<file path="config.mk">
export PLATFORM = sky130hd
export DESIGN_NAME = rv_regfile
export DESIGN_NICKNAME = d
export VERILOG_FILES = /design/src/hw/rv_regfile.sv
export SDC_FILE = /design/constraint.sdc
export NUM_CORES = 2
export LEC_CHECK = 0
export ABC_AREA = 0
export ABC_CLOCK_PERIOD_IN_PS = 3200
export BUFFER_PORTS_ARGS = -buffer_cell sky130_fd_sc_hd__buf_2
export CORE_MARGIN = 3
export CORE_UTILIZATION = 45
export DETAILED_ROUTE_END_ITERATION = 16
export SKIP_CTS_REPAIR_TIMING = 1
export SYNTH_ARGS = -nofsm -noshare
export SYNTH_HDL_FRONTEND = slang
export SYNTH_SLANG_ARGS = --single-unit
</file>
<file path="constraint.sdc">
create_clock -name clk -period 3.2 [get_ports clk]
set_clock_uncertainty 0.15 [all_clocks]
set_input_delay 0.64 -clock clk [delete_from_list [all_inputs] [get_ports clk]]
set_output_delay 0.64 -clock clk [all_outputs]
set_load 0.03 [all_outputs]
</file>
<file path="src/hw/rv_regfile.sv">
`timescale 1ns/1ps

module rv_regfile (
  input  logic        clk,
  input  logic        rst_n,
  input  logic [4:0]  rs1_addr,
  input  logic [4:0]  rs2_addr,
  output logic [31:0] rs1_data,
  output logic [31:0] rs2_data,
  input  logic        we,
  input  logic [4:0]  rd,
  input  logic [31:0] wd
);

  // x1..x31, x0 has no storage
  logic [31:0] regs [31:1];

  always_ff @(posedge clk or negedge rst_n) begin
    if (!rst_n) begin
      for (int i = 1; i < 32; i++) begin
        regs[i] <= '0;
      end
    end else if (we && rd != 5'd0) begin
      regs[rd] <= wd;
    end
  end

  // x0 reads as zero
  assign rs1_data = (rs1_addr == 5'd0) ? 32'h0 : regs[rs1_addr];
  assign rs2_data = (rs2_addr == 5'd0) ? 32'h0 : regs[rs2_addr];

endmodule

</file>
-- Word-level counts from Yosys, hierarchy flattened
Index checks and enable logic that the tools add are counted.
- reduce and logical (&&, ||, !) cells: 5
- mux-type cells: 9
- magnitude comparators: 4
- operators by type and width (operator ; number):
    992-bit bitwise mux ; 1
    32-bit binary-select mux with 5-bit select ; 2
    32-bit demux with 5-bit select ; 1
    32-bit two-way mux ; 5
    5-bit by 6-bit < comparator with 1-bit output, second input constant ; 3
    5-bit zero test ; 2
    5-bit by 1-bit greater-or-equal comparator with 1-bit output, second input constant ; 1
    5-bit nonzero test ; 1
    1-bit logical AND ; 2
- input bits: 50
- output and inout bits: 64
- word-level logic and storage cells: 49
- register bits after elaboration: 992

-- Longest topological paths before layout
- depth after elaboration: 5
- depth in mapped cells: 9
- gate-level depth less buffers: 4

-- Worst setup path after synthesis
Ideal clock, no wire load.
- kind: input to output
- start: in rs2_addr[2]
- end: out rs2_data[10]
- data required time: 2.410 ns
- arrival: 2.492 ns
- setup slack: -0.082 ns
- buffers on the path: 4
- stages: 7
- cells stage by stage: buf_2 > buf_4 > buf_2 > buf_2 > mux2i_1 > a22o_1 > a211oi_1
- word-level cells in the longest chain between the ends: 3
- elaborated cells on any way between the ends: 4
- classes of those cells: mux (3); reduce/logical (1)
- ends and longest elaborated chain (element ; line ; RTL):
    start, declared ; 7 ; input logic [4:0] rs2_addr,
    32-bit binary-select mux with 5-bit select ; 30 ; assign rs2_data = (rs2_addr == 5'd0) ? 32'h0 : regs[rs2_addr];
    32-bit two-way mux (implied by the code) ; 30 ;
    32-bit two-way mux (*) ; 30 ;
    end, declared ; 9 ; output logic [31:0] rs2_data,
Every way passes the cells marked *; elsewhere a longest branch is shown, timed or not. The select of a mux whose other input is x is not followed.

-- Final worst setup path
- start: in rs1_addr[0]
- end: out rs1_data[12]
- word-level cells in the longest chain between the ends: 3
- elaborated cells on any way between the ends: 4
- classes of those cells: mux (3); reduce/logical (1)
- ends and longest elaborated chain (element ; line ; RTL):
    start, declared ; 6 ; input logic [4:0] rs1_addr,
    32-bit binary-select mux with 5-bit select ; 29 ; assign rs1_data = (rs1_addr == 5'd0) ? 32'h0 : regs[rs1_addr];
    32-bit two-way mux (implied by the code) ; 29 ;
    32-bit two-way mux (*) ; 29 ;
    end, declared ; 8 ; output logic [31:0] rs1_data,
Marks and branches as above.

==> metrics.md <==
| Metric | Value |
|---|---|
| Pwr Density | `605 nW/um2` |
| Final Cycle Share | `104%` |
| Syn_area_per_cell | `14.5 um2` |
| Share of the synthesized area in the top cell type | `46.5%` |
| Vias per inst | `6.45` |
| IO Count | `114` |
| Post-DRT Antenna Nets | `0` |
| Most frequent cells in the layout | `mux2_2 (1,049), dfrtp_1 (992), mux4_2 (354), mux2i_1 (314), buf_4 (295)` |
| Clk root buf | `clkbuf_16` |
| Crit path from | `rs1_addr[0]` |
| Vert. Die Dim | `351 um` |
| Worst-skew pair later-pin latency | `690 ps` |
| Worst path required time | `2410 ps` |
| Outcome | `finished with violations` |
| Initial antenna violation count | `6` |
| WL met1 | `79.2 mm` |
| VDD IR-drop max | `409 uV` |
| CTS Sinks | `992` |
| Setup CP Type | `primary input to primary output` |
| CTS tree | `yes` |
| Worst path top cell family by delay | `buffers and inverters` |
| Global route overflow | `0` |
| Worst Slack Setup Final | `-135 ps` |
| Inst Count DP | `5,290` |
| Largest net degree at the start of global routing | `98` |
| Maximum clock rate | `300 MHz` |
| Hold Crit Class | `primary input to async pin` |
| Most used cell, CP | `buf_16` |
| Asr flop ratio synth | `100%` |
| Port Buf Inserts | `113` |
| Total Power | `38.7 mW` |
| Final setup fails | `20` |
| R2R Setup Slk | `2110 ps` |
| Die area | `123,000 um2` |
| Worst reg2reg startpoint | `regs[761]` |
| Synth cell types | `40` |
| Most flop-heavy register | `regs` |
| Residual DRC | `0` |
| Top_reg_cell synth | `dfrtp_1` |
| Avg WL per Cell | `31.8 um` |
| Seq/Total Area, Yosys | `46.5%` |
| Critical Path End Type | `primary output` |
| Critical path fanouts, max | `8` |
| Layout cells sized above 1 | `54.8%` |
| Worst path cell trace | `buf_16 -> buf_16 -> buf_12 -> buf_8 -> mux4_2 -> mux2i_1 -> o22a_1 -> o211ai_1 -> buf_4` |
| Initial Util | `45.7%` |
| Slew @ Worst Pin | `906 ps` |
| Core box area | `117,000 um2` |
| DRT Wirelength | `178 mm` |
| Uppermost layer routed | `met5` |
| Setup TNS | `-1000 ps` |
| Pleak | `28.4 nW` |
| Reg clk slew, reported paths | `60 ps` |
| Slowest stage delay, CP | `500 ps` |
| Synth top area cells | `dfrtp_1 (46%), mux2_2 (22%), mux4_2 (15%)` |
| Biggest regs | `regs (992)` |
| Row count | `125` |
| Gpl congestion | `0.815` |
| Max reg flops | `992` |
| Synth Net Count | `3,741` |
| Max Buffers Root-to-Sink | `3` |
| RSZ-0062 raised after global routing | `yes` |
| # nets final | `4,012` |
| Flops & latches, synth | `992` |
| CP Data Arrival Time | `2550 ps` |
| 1st-iter DRT viols | `3,569` |
| Vias in the first global route | `35,900` |
| Hpwl dp | `105 mm` |
| Final core occ | `54.7%` |
| First-pass GRT wire length | `254 mm` |
| CP Launch Type | `primary input` |
| Headroom to the max-slew limit | `39.6%` |
| Commonest non-fill, non-tap cell in the layout | `mux2_2` |
| Crit path buffers/inverters | `5` |
| Post-Syn Area | `53,400 um2` |
| Final Critical Period | `3340 ps` |
| Non-filler cells, final | `5,583` |
| Failing checks | `negative setup slack` |
| Cells after Synth | `3,691` |
| Synth warn | `0` |
| Final Hold Vio Count | `0` |
| First-pass detailed-route iteration total | `6` |
| Biggest area consumer among synthesized cells | `dfrtp_1` |
| CTS H-tree depth | `3` |
| Post-synth EDFFs | `0` |
| CP max-delay cell | `mux4_2` |
| Vias | `36,000` |
| Met2 wire length | `81.2 mm` |
| Met3 WL | `13.2 mm` |
| All-Layer GR Usage | `28.2%` |
| Max Transition Viols Final | `0` |
| Max_cap viols | `0` |
| Cts bufs inserted | `112` |
| Die width | `351 um` |
| Area delta synth->final | `19.8%` |
cell usage after synthesis, drive strengths merged, types with 24 or more instances:
master,n
buf,219
mux2,1061
nor3,35
mux4,354
nand2b,31
nand3,43
a221oi,32
a221o,24
nor2b,48
a22oi,114
dfrtp,992
mux2i,317
nor2,24
o31a,33
clkbuf,180
nand2,41
and3,32
final timing paths:
kind	end	cells past startpoint
worst max-delay path	rs1_data[12]	9
worst min-delay path	regs[301]	2
max in group asynchronous	regs[795]	4
min in group clk	regs[757]	1
worst min register to register	regs[757]	1
worst max register to register	regs[761]	2
cell type report:
class,count,area [um2]
clock inverter,49,508
sequential,992,24800
timing repair buffer,556,6190
clock buffer,158,3270
inverter,2,7.51
fill,9546,53000
tap,1524,1910
antenna,4,10.0
multi-input combinational,2298,27300
cells by family after synthesis:
group,synth area share (%)
muxes,43.2
AOI/OAI and AO/OA,4.21
DFF,46.5
and+or+nand+nor,2.85
buffers and inverters,3.26
worst reg2reg max path, stage by stage (launching register included):
cell,delay (ps)
dfrtp_1,430
buf_4,150
mux2_2,250
power by group:
part	leakage (nW)	total (mW)	internal, mW	switching, mW
logic	13.9	8.65	5.08	3.57
clock network	1.88	13.2	7.81	5.42
registers	12.7	16.9	15.0	1.84
total	28.4	38.7	27.9	10.8
metrics by stage:
step	hold slack, ps	setup WS (ps)	cell area [um2]
after CTS	-304	-236	62400
after global routing	350	-154	64000
after floorplan	194	48.8	53500
after global placement	348	-225	58600
final	340	-135	64000
after detailed placement	353	-232	58600
layer usage:
metal	vias to the layer above	track usage (%)
met5	-	0
met4	2	6.84
met3	237	4.87
met2	1490	42.9
met1	19500	42.1
li1	14800	-
(Power assumes the default switching activity.)
