## src/hw/rv_pkg.sv

```systemverilog
package rv_pkg;

  // major opcodes accepted by the decoder
  typedef enum logic [6:0] {
    OP     = 7'b0110011,
    OP_IMM = 7'b0010011,
    LOAD   = 7'b0000011,
    STORE  = 7'b0100011,
    BRANCH = 7'b1100011,
    LUI    = 7'b0110111,
    AUIPC  = 7'b0010111,
    JAL    = 7'b1101111
  } opcode_e;

  typedef enum logic [3:0] {
    ADD,
    SUB,
    XOR,
    OR,
    AND,
    SLL,
    SRL,
    SRA,
    // compares, result is 0 or 1
    EQ,
    NE,
    LT,
    GE,
    LTU,
    GEU
  } alu_cmd_e;

  typedef enum logic [3:0] {
    NONE,
    LB,
    LH,
    LW,
    LBU,
    LHU,
    SB,
    SH,
    SW
  } mem_access_e;

  // raw fields, immediates not yet extended
  typedef struct packed {
    opcode_e     opcode;
    logic [4:0]  rd;
    logic [4:0]  rs1;
    logic [4:0]  rs2;
    logic [2:0]  funct3;
    logic [6:0]  funct7;
    logic [11:0] imm_i;
    logic [11:0] imm_s;
    logic [12:0] imm_b;
    logic [31:0] imm_u;
    logic [20:0] imm_j;
  } instr_fields_t;

  typedef struct packed {
    alu_cmd_e    alu_cmd;
    mem_access_e access;
    logic [31:0] op1;
    logic [31:0] op2;
    logic [31:0] store_data;
    logic [31:0] branch_off;
    logic        is_branch;
    logic        is_jal;
    logic [4:0]  rd;
    logic        wb_en;
  } decode_t;

  typedef struct packed {
    logic [31:0] alu_res;
    logic [31:0] next_pc;
    logic [31:0] link;
  } exec_t;

endpackage

```

## src/hw/rv_decoder.sv

```systemverilog
`timescale 1ns/1ps

module rv_decoder (
  input  logic [31:0]     instr,
  input  logic [31:0]     pc,
  output logic [4:0]      rs1_addr,
  output logic [4:0]      rs2_addr,
  input  logic [31:0]     rs1_data,
  input  logic [31:0]     rs2_data,
  output rv_pkg::decode_t dec
);
  import rv_pkg::*;

  instr_fields_t f;
  alu_cmd_e      alu_cmd;
  mem_access_e   access;
  logic          known;

  // field split
  assign f.opcode = opcode_e'(instr[6:0]);
  assign f.rd     = instr[11:7];
  assign f.rs1    = instr[19:15];
  assign f.rs2    = instr[24:20];
  assign f.funct3 = instr[14:12];
  assign f.funct7 = instr[31:25];
  assign f.imm_i  = instr[31:20];
  assign f.imm_s  = {instr[31:25], instr[11:7]};
  assign f.imm_b  = {instr[31], instr[7], instr[30:25], instr[11:8], 1'b0};
  assign f.imm_u  = {instr[31:12], 12'h000};
  assign f.imm_j  = {instr[31], instr[19:12], instr[20], instr[30:21], 1'b0};

  assign rs1_addr = f.rs1;
  assign rs2_addr = f.rs2;

  // full pattern match on funct7, funct3 and opcode
  always_comb begin
    known   = 1'b1;
    alu_cmd = ADD;
    access  = NONE;
    casez ({f.funct7, f.funct3, f.opcode})
      {7'b0000000, 3'b000, OP}, {7'b???????, 3'b000, OP_IMM}: alu_cmd = ADD;
      {7'b0100000, 3'b000, OP}:                              alu_cmd = SUB;
      {7'b0000000, 3'b100, OP}, {7'b???????, 3'b100, OP_IMM}: alu_cmd = XOR;
      {7'b0000000, 3'b110, OP}, {7'b???????, 3'b110, OP_IMM}: alu_cmd = OR;
      {7'b0000000, 3'b111, OP}, {7'b???????, 3'b111, OP_IMM}: alu_cmd = AND;
      {7'b0000000, 3'b001, OP}, {7'b0000000, 3'b001, OP_IMM}: alu_cmd = SLL;
      {7'b0000000, 3'b101, OP}, {7'b0000000, 3'b101, OP_IMM}: alu_cmd = SRL;
      {7'b0100000, 3'b101, OP}, {7'b0100000, 3'b101, OP_IMM}: alu_cmd = SRA;
      {7'b???????, 3'b000, BRANCH}: alu_cmd = EQ;
      {7'b???????, 3'b001, BRANCH}: alu_cmd = NE;
      {7'b???????, 3'b100, BRANCH}: alu_cmd = LT;
      {7'b???????, 3'b101, BRANCH}: alu_cmd = GE;
      {7'b???????, 3'b110, BRANCH}: alu_cmd = LTU;
      {7'b???????, 3'b111, BRANCH}: alu_cmd = GEU;
      {7'b???????, 3'b000, LOAD}:   access = LB;
      {7'b???????, 3'b001, LOAD}:   access = LH;
      {7'b???????, 3'b010, LOAD}:   access = LW;
      {7'b???????, 3'b100, LOAD}:   access = LBU;
      {7'b???????, 3'b101, LOAD}:   access = LHU;
      {7'b???????, 3'b000, STORE}:  access = SB;
      {7'b???????, 3'b001, STORE}:  access = SH;
      {7'b???????, 3'b010, STORE}:  access = SW;
      // upper immediates and jump use the adder
      {10'b??????????, LUI}, {10'b??????????, AUIPC}, {10'b??????????, JAL}: ;
      default: known = 1'b0;
    endcase
  end

  // operand select, anything unrecognised becomes a no-op
  always_comb begin
    dec            = '0;
    dec.alu_cmd    = alu_cmd;
    dec.access     = access;
    dec.store_data = rs2_data;
    dec.branch_off = 32'(signed'(f.imm_b));
    dec.rd         = f.rd;
    if (known) begin
      case (f.opcode)
        OP: begin
          dec.op1   = rs1_data;
          dec.op2   = rs2_data;
          dec.wb_en = 1'b1;
        end
        OP_IMM, LOAD: begin
          dec.op1   = rs1_data;
          dec.op2   = 32'(signed'(f.imm_i));
          dec.wb_en = 1'b1;
        end
        STORE: begin
          dec.op1 = rs1_data;
          dec.op2 = 32'(signed'(f.imm_s));
        end
        BRANCH: begin
          dec.op1       = rs1_data;
          dec.op2       = rs2_data;
          dec.is_branch = 1'b1;
        end
        LUI: begin
          dec.op1   = f.imm_u;
          dec.wb_en = 1'b1;
        end
        AUIPC: begin
          dec.op1   = f.imm_u;
          dec.op2   = pc;
          dec.wb_en = 1'b1;
        end
        JAL: begin
          dec.op1    = 32'(signed'(f.imm_j));
          dec.op2    = pc;
          dec.is_jal = 1'b1;
          dec.wb_en  = 1'b1;
        end
        default: ;
      endcase
    end
  end

endmodule

```

## config.mk

```make
export PLATFORM = sky130hd
export DESIGN_NAME = rv_decoder
export DESIGN_NICKNAME = d
export VERILOG_FILES = /design/src/hw/rv_pkg.sv /design/src/hw/rv_decoder.sv
export SDC_FILE = /design/constraint.sdc
export NUM_CORES = 1
export LEC_CHECK = 0
export CAP_MARGIN = 20
export CORE_AREA = 4 4 107 109
export DETAILED_ROUTE_END_ITERATION = 8
export DIE_AREA = 0 0 111 113
export DONT_BUFFER_PORTS = 1
export PLACE_DENSITY = 0.47
export SLEW_MARGIN = 20
export SYNTH_ARGS = -nofsm -noshare
export SYNTH_HDL_FRONTEND = slang
export SYNTH_SLANG_ARGS = --single-unit
export TNS_END_PERCENT = 30
```

## constraint.sdc

```tcl
create_clock -name vclk -period 1.6
set_input_delay 0.08 -clock vclk [all_inputs]
set_output_delay 0.08 -clock vclk [all_outputs]
set_load 0.01 [all_outputs]
```

Word level (Yosys, flattened, before mapping)
Index checks and enable logic that the tools add are counted.
Cells by class
  reductions and logical operators: 13
  mux-type cells: 11
  equality and inequality tests: 37
Operators with widths (number)
  case mux 32 bit (4 select lines): 1
  case mux 32 bit (3 select lines): 1
  equality test 10 bit, second input constant: 9
  equality test 17 x 10 -> 1 bit, second input constant: 5
  two-way mux 64 bit: 1
  case mux 4 bit (13 select lines): 1
  equality test 17 x 16 -> 1 bit, second input constant: 3
  equality test 17 x 8 -> 1 bit, second input constant: 2
  case mux 4 bit (8 select lines): 1
  OR reduction 32 bit: 1
  equality test 10 x 8 -> 1 bit, second input constant: 3
  equality test 7 x 6 -> 1 bit, second input constant: 3
  equality test 10 x 9 -> 1 bit, second input constant: 2
  OR reduction 2 bit: 10
  equality test 17 x 6 -> 1 bit, second input constant: 1
  equality test 7 x 5 -> 1 bit, second input constant: 2
  equality test 7 bit, second input constant: 2
  equality test 10 x 2 -> 1 bit, second input constant: 1
  equality test 10 x 5 -> 1 bit, second input constant: 1
  equality test 10 x 6 -> 1 bit, second input constant: 1
  equality test 10 x 7 -> 1 bit, second input constant: 1
  equality test 7 x 2 -> 1 bit, second input constant: 1
  OR reduction 6 bit: 1
  two-way mux 1 bit: 5
  other kinds (2): 2
Word-level totals
  register bits: 0
  input bits: 128
  logic and storage cells: 61
  output and inout port bits: 154

Logic depth before layout (Yosys ltp)
  word-level depth: 4
  gate-level depth with buffers: 8
  gate-level depth less buffers: 5

Worst setup path before layout
No wires, ideal clock.
  path kind: input port to output port
  start point: input port instr[13]
  end point: output port dec[125] (netlist name)
  arrival time: 1499 ps
  required time: 1520 ps
  stages on the path: 8
  path slack: 21 ps
  cell sequence: buf_4 > or3b_1 > nor4_4 > a211o_1 > a2111oi_4 > buf_6 > buf_6 > a21oi_2
RTL lines
  from (decl): line rv_decoder.sv:4  | input logic [31:0] instr,
  to (decl): line rv_decoder.sv:10  | output rv_pkg::decode_t dec

==> impl_metrics.yaml <==
status:
  status: "complete, but fails checks"
  violations: "setup timing"
global_routing:
  track_usage_pct: 15.0
  grt_pass1_wl_mm: 15.1
  grt_pass1_vias: 2509
  overflow: 0
  antenna_found_initial: 0
  grt_max_degree: 39
final_layout:
  seq_cells: 0
  n_antenna_cell: 0
  drive_above_1_share_pct: 48.2
  final_nets: 402
  seqCellArea_um2: 0
  num-clock-buffers: 0
  syn2layout_area_growth_pct: 5.34
placement:
  port_buffers: 0
  hpwl_mm: 8.41
  pre_cts_ws_ns: -0.100
  gp_congestion: 0.836
yosys:
  synth_nets: 467
  ys_seq_area_share_pct: 0
  ys_types: 47
  yosys.area.top_type: "buf_4"
  yosysWarnings: 0
  synth_area_mm2: 0.00258
  synthTopCellsByArea: "buf_4, a21oi_2, a221oi_1, a22oi_1, a21oi_1"
  syn_area_per_cell_um2: 7.60
  netlist_instances: 339
  synth_top_cell_area_share_pct: 24.5
sta:
  fmax_mhz: 591
  worstMarginPinSlew_ns: 0.706
  rsz0062_at_grt: "true"
  final_max_slew_viol_count: 0
  fin_crit_sh_pct: 106
  slew_headroom_pct: 52.9
  setup_ws_ns: -0.0909
  whs_ns: 0.160
  period_minus_slack_ns: 1.69
  hold_viol: 0
  setup_viol: 43
routing:
  wl_per_cell_um: 27.2
  drt_wl_total_mm: 11.2
  drt_iter0_drc: 216
  viasPerCell: 6.21
  vias: 2560
  drc: 0
  ant_nets: 0
  firstDrtPassIters: 5
power_and_ir_drop:
  irDropWorstVdd_uv: 33.5
  powerDensity_mw_per_mm2: 90.8
  p_leak_nw: 0.603
die:
  die-area_mm2: 0.0125
  ios: 282
  die_w_um: 111
  fp-row-count: 38
  initial_core_util_pct: 24.3
  core-area_mm2: 0.0106
  die_h_um: 113
setup_path:
  crit_path_start_kind: "input port"
  arrival_ns: 1.61
  worstPathRequired_ns: 1.52
  endpoint_kind: "primary output"
  cp_max_fo: 32
  crit_type: "input port to primary output"
hold_path:
  hp-class: "input port to primary output"
flow_run:
  cap_violations: 0
clock_network:
  holdBufCountCts: 0
==> per-layer routing <==
metal / track usage, % / vias up / routed length, um
met5: 0 / - / 0
met1: 18.1 / 1245 / 4090
met2: 26.4 / 189 / 5720
met4: 4.76 / 0 / 331
li1: - / 1103 / -
met3: 3.64 / 23 / 1050
==> power by group <==
part	internal (mW)	switching (mW)
logic	0.109	0.137
registers	0	0
clock network	0	0
total	0.109	0.137
==> cell families (layout without fill, tap and decap cells) <==
| kind of cell | after synthesis | after routing | synth area share [%] |
|---|---|---|---|
| buffers and inverters | 120 | 53 | 34.1 |
| AND/OR/NAND/NOR | 56 | 56 | 13.9 |
| AO/OA/AOI/OAI | 158 | 158 | 50.5 |
| multiplexers | 1 | 1 | 0.389 |
| other | 1 | 1 | 0.146 |
| XOR/XNOR | 3 | 3 | 1.02 |
==> synthesized netlist by cell type, types with 2 or more instances <==
cell type / instances
buf_4: 84
a21oi_2: 50
a221oi_1: 32
a21oi_1: 22
a22oi_1: 20
nor2_1: 13
a222oi_1: 11
buf_2: 11
clkbuf_1: 9
buf_6: 7
nand2_1: 7
nand2b_1: 7
a22o_1: 5
nor3_1: 5
buf_8: 4
inv_1: 4
and2_1: 3
nand4_1: 3
nor4_1: 3
o21a_1: 3
xnor2_1: 3
a211oi_2: 2
a32oi_1: 2
nand3_1: 2
nand3b_1: 2
nor4_4: 2
o21ai_0: 2
or2_2: 2
==> path summary, 6_finish.rpt <==
kind | start | endpoint | slack, ns | depth (start not counted)
worst max-delay path | instr[6] | dec[74] | -0.09 | 8
worst min-delay path | rs2_data[21] | dec[61] | 0.16 | 0
==> layout make-up <==
class	instances	area, um2
tap	140	175
fill	1150	7890
multi-input combinational	219	1980
timing repair buffer	49	539
inverter	4	15.0
==> through the flow <==
| stage | utilization (%) | cells | total power [mW] | cell area (um2) | TNS [ns] |
|---|---|---|---|---|---|
| floorplan | - | 339 | 0.385 | 2580 | 0 |
| global placement | 22.0 | 404 | 0.205 | 2330 | -0.533 |
| detailed placement | 22.0 | 404 | 0.208 | 2330 | -0.768 |
| CTS | 22.3 | 405 | 0.213 | 2360 | -0.355 |
| global route | 25.6 | 412 | 0.264 | 2710 | -6.88 |
| finish | 25.6 | 412 | 0.246 | 2710 | -1.13 |
==> worst max-delay path, stage by stage <==
cell and delay (ns):
nand2b_1 0.10, buf_4 0.12, nor3_2 0.06, a21o_1 0.21, buf_12 0.17, a222oi_1 0.67
a21oi_4 0.04, buf_6 0.15
==> cell usage in the layout, fill, tap and decap left out, drive strengths merged, types with 3 or more instances in the layout <==
master / instances
a222oi: 11
buf: 46
inv: 4
and2: 3
a21oi: 72
nor2: 14
nand2b: 7
nand4: 3
xnor2: 3
a22oi: 20
o21a: 3
a221oi: 32
a22o: 5
nor3: 5
or2: 3
clkbuf: 3
nand2: 7
nor4: 5
==> repair_timing <==
| item | in CTS | in global routing |
|---|---|---|
| endpoints found under the setup margin | 18 | 65 |
| buffers inserted | 1 | 2 |
| pin swaps | 1 | 5 |
| resized for setup | 8 | 42 |
| hold endpoints to repair | 0 | 0 |
| gates cloned | 0 | 5 |
(Power assumes the default switching activity.)
